$ cat src/common/ttc_pkg.sv
// Timer package with widths, register map, control bits and bus structs
`default_nettype none

package ttc_pkg;

  // ----------------------------------------
  // Widths
  // ----------------------------------------
  localparam int ttc_cw = 16;                  // Counter and compare width
  localparam int ttc_iw = 6;                   // Interrupt register width

  // ----------------------------------------
  // Register map, byte addresses
  // ----------------------------------------
  localparam logic [7:0] addr_ctrl     = 8'h00; // Counter control
  localparam logic [7:0] addr_interval = 8'h04; // Interval wrap value
  localparam logic [7:0] addr_match1   = 8'h08; // Match 1 compare
  localparam logic [7:0] addr_match2   = 8'h0C; // Match 2 compare
  localparam logic [7:0] addr_match3   = 8'h10; // Match 3 compare
  localparam logic [7:0] addr_count    = 8'h14; // Counter value, read only
  localparam logic [7:0] addr_int      = 8'h18; // Interrupt status, clear on read
  localparam logic [7:0] addr_int_en   = 8'h1C; // Interrupt enable mask

  // Control register bit positions
  localparam int ctrl_dis_bit   = 0;           // Stop counter
  localparam int ctrl_intv_bit  = 1;           // Wrap at interval
  localparam int ctrl_match_bit = 2;           // Match compares on
  localparam int ctrl_rst_bit   = 4;           // Restart, never stored

  // ----------------------------------------
  // Structs
  // ----------------------------------------

  // Counter set-up, held in the register block
  typedef struct packed {
    logic              cnt_en;                 // Counter running
    logic              intv_mode;              // Interval mode
    logic              match_en;               // Match events enabled
    logic [ttc_cw-1:0] interval;               // Interval wrap value
    logic [ttc_cw-1:0] match1;
    logic [ttc_cw-1:0] match2;
    logic [ttc_cw-1:0] match3;
  } ttc_cfg_t;

  // One-cycle event pulses out of the counter
  typedef struct packed {
    logic       interval;                      // Interval reached
    logic [3:1] match;                         // Match n hit
    logic       overflow;                      // Wrapped past all ones
  } ttc_evt_t;

endpackage

`default_nettype wire

$ cat src/ttc_count.sv
// Counter with interval wrap, three match compares and overflow events
`timescale 1ns/10ps
`default_nettype none

module ttc_count (
  input  logic                      pclk2,
  input  logic                      n_p_reset2,
  input  ttc_pkg::ttc_cfg_t         cfg,      // Mode, interval and match values
  input  logic                      restart,  // Zero the count at next edge
  output logic [ttc_pkg::ttc_cw-1:0] count,   // Current value, for readback
  output ttc_pkg::ttc_evt_t         evt       // Registered event pulses
);

  import ttc_pkg::*;

  logic       intv_hit;                       // Count sits on the interval
  logic       ovf_hit;                        // Count sits on all ones
  logic [3:1] match_hit;                      // Per-channel compare result
  logic       advance;                        // Counter steps this cycle

  // ----------------------------------------
  // Compare logic
  // ----------------------------------------

  // Interval only counts in interval mode
  assign intv_hit = cfg.intv_mode & (count == cfg.interval);

  // Natural wrap, unless the interval already took it
  assign ovf_hit  = ~intv_hit & (&count);

  always_comb
  begin
    match_hit[1] = (count == cfg.match1);
    match_hit[2] = (count == cfg.match2);
    match_hit[3] = (count == cfg.match3);
  end

  // A restart cycle wins over counting
  assign advance = cfg.cnt_en & ~restart;

  // ----------------------------------------
  // Counter register
  // ----------------------------------------
  always_ff @(posedge pclk2 or negedge n_p_reset2)
  begin
    if (!n_p_reset2)
    begin
      count <= '0;
    end
    else if (restart)
    begin
      count <= '0;                            // Software restart
    end
    else if (cfg.cnt_en)
    begin
      if (intv_hit)
      begin
        count <= '0;                          // Interval wrap
      end
      else
      begin
        count <= count + ttc_cw'(1);          // Also wraps at all ones
      end
    end
  end

  // ----------------------------------------
  // Event pulses
  // ----------------------------------------

  // Events only while the counter moves, so a stopped counter
  // parked on a compare value cannot repeat a pulse
  always_ff @(posedge pclk2 or negedge n_p_reset2)
  begin
    if (!n_p_reset2)
    begin
      evt <= '0;
    end
    else
    begin
      evt.interval <= advance & intv_hit;
      evt.overflow <= advance & ovf_hit;
      evt.match    <= match_hit & {3{advance & cfg.match_en}};
    end
  end

endmodule

`default_nettype wire

$ cat src/ttc_interrupt.sv
// Interrupt edge capture, enable mask, status register with read clear
`timescale 1ns/10ps
`default_nettype none

module ttc_interrupt (
  input  logic                      pclk2,
  input  logic                      n_p_reset2,
  input  ttc_pkg::ttc_evt_t         evt,          // Pulses from the counter
  input  logic                      int_en_wr,    // Enable register write strobe
  input  logic [ttc_pkg::ttc_iw-1:0] int_en_data, // New enable mask
  input  logic                      int_rd,       // Status read strobe
  output logic [ttc_pkg::ttc_iw-1:0] int_reg,     // Interrupt status
  output logic [ttc_pkg::ttc_iw-1:0] int_en,      // Interrupt enable mask
  output logic                      interrupt     // Combined interrupt line
);

  import ttc_pkg::*;

  logic [ttc_iw-1:0] int_detect;              // Events in register layout
  logic [ttc_iw-1:0] int_sync;                // First stage, events as sampled
  logic [ttc_iw-1:0] int_sync_d;              // Previous sample
  logic [ttc_iw-1:0] int_edge;                // Rising edges only
  logic              interrupt_set;           // Edge was pending last cycle
  logic [ttc_iw-1:0] new_int;                 // Enabled new edges

  // Bit 5 spare, bit 4 overflow, bits 3..1 match, bit 0 interval
  assign int_detect = {1'b0, evt.overflow, evt.match, evt.interval};

  assign new_int = int_edge & int_en;

  // ----------------------------------------
  // Edge capture
  // ----------------------------------------
  always_ff @(posedge pclk2 or negedge n_p_reset2)
  begin
    if (!n_p_reset2)
    begin
      int_sync      <= '0;
      int_sync_d    <= '0;
      int_edge      <= '0;
      interrupt_set <= 1'b0;
    end
    else
    begin
      int_sync      <= int_detect;
      int_sync_d    <= int_sync;
      int_edge      <= int_sync & ~int_sync_d;  // Held event seen once
      interrupt_set <= |int_edge;               // Guards against lost edges
    end
  end

  // ----------------------------------------
  // Status and enable registers
  // ----------------------------------------
  always_ff @(posedge pclk2 or negedge n_p_reset2)
  begin
    if (!n_p_reset2)
    begin
      int_reg <= '0;
    end
    else if (int_rd & ~interrupt_set)
    begin
      int_reg <= new_int;                     // Read clears, keep fresh edges
    end
    else
    begin
      int_reg <= int_reg | new_int;           // Accumulate until read
    end
  end

  always_ff @(posedge pclk2 or negedge n_p_reset2)
  begin
    if (!n_p_reset2)
      int_en <= '0;
    else if (int_en_wr)
      int_en <= int_en_data;                  // Loads at the access edge
  end

  // Any pending status bit raises the line
  assign interrupt = |int_reg;

endmodule

`default_nettype wire

$ cat src/ttc_apb_regs.sv
// APB2 register decode, timer configuration, read mux and restart pulse
`timescale 1ns/10ps
`default_nettype none

module ttc_apb_regs (
  input  logic                       pclk2,
  input  logic                       n_p_reset2,
  input  logic                       psel,
  input  logic                       penable,
  input  logic                       pwrite,
  input  logic [7:0]                 paddr,
  input  logic [31:0]                pwdata,
  output logic [31:0]                prdata,
  input  logic [ttc_pkg::ttc_cw-1:0] count,       // Counter value for readback
  input  logic [ttc_pkg::ttc_iw-1:0] int_reg,     // Interrupt status
  input  logic [ttc_pkg::ttc_iw-1:0] int_en,      // Interrupt enable mask
  output ttc_pkg::ttc_cfg_t          cfg,         // Counter set-up
  output logic                       restart,     // One-cycle counter restart
  output logic                       int_en_wr,   // Enable mask write strobe
  output logic                       int_rd,      // Status read strobe
  output logic [ttc_pkg::ttc_iw-1:0] int_en_data  // Enable mask write data
);

  import ttc_pkg::*;

  logic access;                               // APB access phase
  logic wr_en;
  logic rd_en;
  logic ctrl_wr;                              // Control register write

  // ----------------------------------------
  // Access decode
  // ----------------------------------------
  assign access  = psel & penable;
  assign wr_en   = access & pwrite;
  assign rd_en   = access & ~pwrite;
  assign ctrl_wr = wr_en & (paddr == addr_ctrl);

  // Strobes for the interrupt block, valid in the access cycle
  assign int_en_wr   = wr_en & (paddr == addr_int_en);
  assign int_rd      = rd_en & (paddr == addr_int);
  assign int_en_data = pwdata[ttc_iw-1:0];

  // ----------------------------------------
  // Configuration registers
  // ----------------------------------------

  // All zero out of reset, so the counter starts stopped
  always_ff @(posedge pclk2 or negedge n_p_reset2)
  begin
    if (!n_p_reset2)
    begin
      cfg <= '0;
    end
    else if (wr_en)
    begin
      case (paddr)
        addr_ctrl:
        begin
          cfg.cnt_en    <= ~pwdata[ctrl_dis_bit]; // Stored as run enable
          cfg.intv_mode <= pwdata[ctrl_intv_bit];
          cfg.match_en  <= pwdata[ctrl_match_bit];
        end
        addr_interval: cfg.interval <= pwdata[ttc_cw-1:0];
        addr_match1:   cfg.match1   <= pwdata[ttc_cw-1:0];
        addr_match2:   cfg.match2   <= pwdata[ttc_cw-1:0];
        addr_match3:   cfg.match3   <= pwdata[ttc_cw-1:0];
        default:       ;              // Read-only or unmapped
      endcase
    end
  end

  // Restart bit becomes a pulse the cycle after the write
  always_ff @(posedge pclk2 or negedge n_p_reset2)
  begin
    if (!n_p_reset2)
      restart <= 1'b0;
    else
      restart <= ctrl_wr & pwdata[ctrl_rst_bit];
  end

  // ----------------------------------------
  // Read mux
  // ----------------------------------------
  always_comb
  begin
    prdata = '0;                              // Idle bus reads zero
    if (rd_en)
    begin
      case (paddr)
        addr_ctrl:
        begin
          prdata[ctrl_dis_bit]   = ~cfg.cnt_en;
          prdata[ctrl_intv_bit]  = cfg.intv_mode;
          prdata[ctrl_match_bit] = cfg.match_en;
        end
        addr_interval: prdata[ttc_cw-1:0] = cfg.interval;
        addr_match1:   prdata[ttc_cw-1:0] = cfg.match1;
        addr_match2:   prdata[ttc_cw-1:0] = cfg.match2;
        addr_match3:   prdata[ttc_cw-1:0] = cfg.match3;
        addr_count:    prdata[ttc_cw-1:0] = count;
        addr_int:      prdata[ttc_iw-1:0] = int_reg;  // Cleared by int_rd
        addr_int_en:   prdata[ttc_iw-1:0] = int_en;
        default:       ;
      endcase
    end
  end

endmodule

`default_nettype wire

$ cat src/ttc_timer_top.sv
// Timer top level joining register block, counter and interrupt block
`timescale 1ns/10ps
`default_nettype none

module ttc_timer_top (
  input  logic        pclk2,
  input  logic        n_p_reset2,
  input  logic        psel,
  input  logic        penable,
  input  logic        pwrite,
  input  logic [7:0]  paddr,
  input  logic [31:0] pwdata,
  output logic [31:0] prdata,
  output logic        interrupt
);

  import ttc_pkg::*;

  ttc_cfg_t          cfg;                     // Registers to counter
  logic              restart;
  logic [ttc_cw-1:0] count;                   // Counter back to registers
  ttc_evt_t          evt;                     // Counter to interrupt block
  logic              int_en_wr;
  logic              int_rd;
  logic [ttc_iw-1:0] int_en_data;
  logic [ttc_iw-1:0] int_reg;
  logic [ttc_iw-1:0] int_en;

  ttc_apb_regs u_regs (
    .pclk2       (pclk2),
    .n_p_reset2  (n_p_reset2),
    .psel        (psel),
    .penable     (penable),
    .pwrite      (pwrite),
    .paddr       (paddr),
    .pwdata      (pwdata),
    .prdata      (prdata),
    .count       (count),
    .int_reg     (int_reg),
    .int_en      (int_en),
    .cfg         (cfg),
    .restart     (restart),
    .int_en_wr   (int_en_wr),
    .int_rd      (int_rd),
    .int_en_data (int_en_data)
  );

  ttc_count u_count (
    .pclk2      (pclk2),
    .n_p_reset2 (n_p_reset2),
    .cfg        (cfg),
    .restart    (restart),
    .count      (count),
    .evt        (evt)
  );

  ttc_interrupt u_int (
    .pclk2       (pclk2),
    .n_p_reset2  (n_p_reset2),
    .evt         (evt),
    .int_en_wr   (int_en_wr),
    .int_en_data (int_en_data),
    .int_rd      (int_rd),
    .int_reg     (int_reg),
    .int_en      (int_en),
    .interrupt   (interrupt)
  );

endmodule

`default_nettype wire

$ cat config.mk
export PLATFORM = sky130hd
export DESIGN_NAME = ttc_timer_top
export DESIGN_NICKNAME = d
export VERILOG_FILES = /design/src/common/ttc_pkg.sv /design/src/ttc_count.sv /design/src/ttc_interrupt.sv /design/src/ttc_apb_regs.sv /design/src/ttc_timer_top.sv
export SDC_FILE = /design/constraint.sdc
export NUM_CORES = 1
export LEC_CHECK = 0
export ABC_AREA = 1
export BUFFER_PORTS_ARGS = -buffer_cell sky130_fd_sc_hd__buf_2
export CORE_MARGIN = 2
export CORE_UTILIZATION = 58
export DETAILED_ROUTE_END_ITERATION = 7
export PLACE_DENSITY = 0.89
export SLEW_MARGIN = 20
export SYNTH_ARGS = -nofsm -noshare
export SYNTH_HDL_FRONTEND = slang
export SYNTH_SLANG_ARGS = --single-unit
$ cat constraint.sdc
create_clock -name pclk2 -period 2.2 [get_ports pclk2]
set_input_delay 0.22 -clock pclk2 [delete_from_list [all_inputs] [get_ports pclk2]]
set_output_delay 0.22 -clock pclk2 [all_outputs]
set_load 0.005 [all_outputs]
==> results.ini <==
[sta]
finalHoldViolations = 0
drv_slew = 0
rsz0062_at_grt = false
finalSetupViolCount = 0
skew_ns = 0.00647
fin_setup_tns_ns = 0
clock.fmax_mhz = 518
max-slew-margin-rel_pct = 59.9
min_period_over_period_pct = 87.8
tightest_slew_ns = 0.601
period_needed_ns = 1.93

[critical_path]
path_common_cell = nor2_1
crit_chain = inv_2, nand2_1, o21ai_0, nor2_1, nor3b_1, nand3_1, nor2_1
arrival_ns = 2.28
worst_ep_required_time_ns = 2.55
cp_max_fo = 8
end_kind = flip-flop
reg2reg_to = u_count.evt[3]
r2r_setup_slack_ns = 0.27
crit_start = u_count.count[5]
reg2reg_depth = 7
endpoint = u_count.evt[3]
cp_slowest_stage_delay_ns = 0.55
r2r_start = u_count.count[5]
start_kind = flip-flop
path_class = flip-flop to flip-flop
slowest_stage = dfrtp_1

[placed_design]
port-buffer-count = 45
hpwl_mm = 13.1
place.gp.congestion = 0.993

[logic_synthesis]
yosysWarningCount = 0
syn_area_sq_um = 6560
synth.avg_cell_area_sq_um = 7.24
yosysUniqueCellTypes = 35
yosysSeqAreaShare_pct = 44.2
syn-instance-count = 907
synth-seq-cells = 116

[grt]
grt_max_degree = 117
antenna_found_initial = 0
top_usage_layer = met2
grtUsageMet2_pct = 51.4
use_met3_pct = 8.35
use_met1_pct = 44.2
track_usage_pct = 33.0
grt_overflow = 0
grt_pass1_vias = 5952
grt_pass1_wl_mm = 29.7

[power]
vdd_drop_max_mv = 1.01
p_per_area_nw_per_um2 = 706
p_leak_uw = 0.00389
power_uw = 5270

[route]
via_per_inst = 5.61
drt_pass1_iterations = 6
post_drt_wl_per_cell_microns = 16.4
vias = 6197
route.detailed.drc = 0
drt_iter0_drc = 582
drtAntennaViolNets = 0
drt-total-wl_mm = 18.2

[clocking]
cts_buffers = 17
cts.repair.resized = 0
cts_tree = built
cts_max_path_buffers = 2
root_buffer = clkbuf_16
path_clk_slew_ns = 0.06
clock_sinks = 116
cts_setup_buffers = 0
clkLatencyLatePin_ns = 0.42
htree_levels = 4
ctsHoldBuffers = 1

[run]
cap_violations = 0

[final_layout]
largest_register_ffs = 67
largest_register = u_regs.cfg
fin_util_pct = 68.3
layout-drive-gt1-share_pct = 12.5
num_antenna_cells = 0
reg_top3 = u_regs.cfg (67), u_count.count (16), u_int.int_en (6)
nets = 998
seq_area_sq_um = 2900
syn2layout_area_growth_pct = 13.8
multi_input_area_sq_um = 3110
fillCellCount = 907

[hold_path]
hp-start = pwdata[0]
min_path_type = input port to flip-flop

[floorplan]
initial_core_util_pct = 60.0
die-area_sq_um = 12200
die_x_microns = 110
rows = 38
core_region_area_sq_um = 10900
die_y_microns = 110
io_pins = 78

[outcome]
status = finished clean

-- power by group --
group	switching (uW)	internal, uW
Combinational	194	95.1
Sequential	42.3	2160
Clock	1000	1770
Total	1240	4030
-- cells in the final DEF, fill, tap and decap left out, types with 4 or more instances in the layout --
master / instances
inv_2: 6
nand3_2: 4
o21ai_0: 85
a21oi_1: 9
nor2_4: 4
o21ai_1: 9
inv_1: 63
buf_2: 44
clkinv_2: 4
nor3_1: 11
xnor2_1: 8
nand4_1: 4
clkbuf_16: 17
nor2_1: 95
dfrtp_1: 116
buf_4: 21
nor2_2: 5
conb_1: 16
xor2_1: 26
nand2_1: 313
o22ai_1: 5
nand3_1: 68
-- cell usage after synthesis --
| library cell | number | area [sq um] |
|---|---|---|
| o21bai_1 | 1 | 7.51 |
| nand4_1 | 4 | 25.0 |
| buf_4 | 26 | 195 |
| buf_6 | 1 | 11.3 |
| nor3_1 | 11 | 55.1 |
| inv_2 | 6 | 22.5 |
| a22o_2 | 1 | 10.0 |
| a21boi_0 | 1 | 7.51 |
| buf_2 | 21 | 105 |
| or2_1 | 1 | 6.26 |
| conb_1 | 1 | 3.75 |
| nand2_1 | 313 | 1170 |
| nand2_2 | 3 | 18.8 |
| o22ai_1 | 5 | 31.3 |
| xnor2_1 | 8 | 70.1 |
| inv_1 | 63 | 236 |
| xor2_1 | 26 | 228 |
| nor2_1 | 95 | 357 |
| and3_1 | 1 | 6.26 |
| nand3_1 | 68 | 340 |
| clkbuf_1 | 7 | 26.3 |
| a31oi_1 | 1 | 6.26 |
| o21ai_0 | 85 | 425 |
| nor2_2 | 5 | 31.3 |
| o21ai_1 | 9 | 45.0 |
| nand3_2 | 4 | 40.0 |
| dfrtp_1 | 116 | 2900 |
| or2_2 | 1 | 6.26 |
| a21oi_1 | 9 | 45.0 |
| clkbuf_2 | 2 | 10.0 |
| nor2_4 | 4 | 45.0 |
| nor3b_1 | 3 | 22.5 |
| nor4_1 | 1 | 6.26 |
| ha_1 | 1 | 12.5 |
| a22o_1 | 3 | 26.3 |
-- worst min path at each step --
| stage | endpoint | slack (ns) | depth (start not counted) |
|---|---|---|---|
| after floorplan | u_count.count[0] | -0.08 | 0 |
| after global placement | u_int.int_sync[1] | 0.33 | 0 |
| after detailed placement | u_int.int_sync[4] | 0.34 | 0 |
| after CTS | u_regs.cfg[66] | 0.003 | 2 |
| after global routing | u_regs.cfg[66] | 0.02 | 2 |
| final | u_regs.cfg[66] | 0.01 | 2 |
-- stage by stage --
stage	hold slack (ns)	area (sq um)	cells	setup WS (ns)
after detailed placement	0.337	6860	1072	0.355
after global placement	0.333	6860	1072	0.348
after CTS	0.00311	7470	1105	0.345
final	0.0122	7470	1105	0.269
after floorplan	-0.0756	6620	922	0.786
after global routing	0.0193	7470	1105	0.0527
-- critical path, delay by kind of cell (launching register included) --
family | cells | cell delay, ns
flip-flops | 1 | 0.55
AO/OA/AOI/OAI | 1 | 0.08
buffers and inverters | 1 | 0.18
AND/OR/NAND/NOR | 5 | 1.04
-- per-layer routing --
layer | wire (microns) | vias to the layer above
met3 | 1650 | 44
met2 | 8610 | 329
met1 | 7430 | 2896
met4 | 490 | 0
li1 | - | 2928
met5 | 0 | -
-- area by class of cell --
cell class                 count  area share, %
clock buffer                  19           5.80
sequential                   116           38.9
inverter                      69           3.47
tap                          140           2.35
multi-input combinational    680           41.6
timing repair buffer          68           5.73
clock inverter                13           2.13
-- cells by family (layout without fill, tap and decap cells) --
group | after synthesis | in the layout | share of synthesized area [%]
buffers and inverters | 126 | 169 | 9.25
and+or+nand+nor | 514 | 514 | 32.5
other | 1 | 16 | 0.0571
adders and majority gates | 1 | 1 | 0.191
DFF | 116 | 116 | 44.2
xor gates and xnor gates | 34 | 34 | 4.54
AOI/OAI and AO/OA | 115 | 115 | 9.21
(Power assumes the default switching activity.)
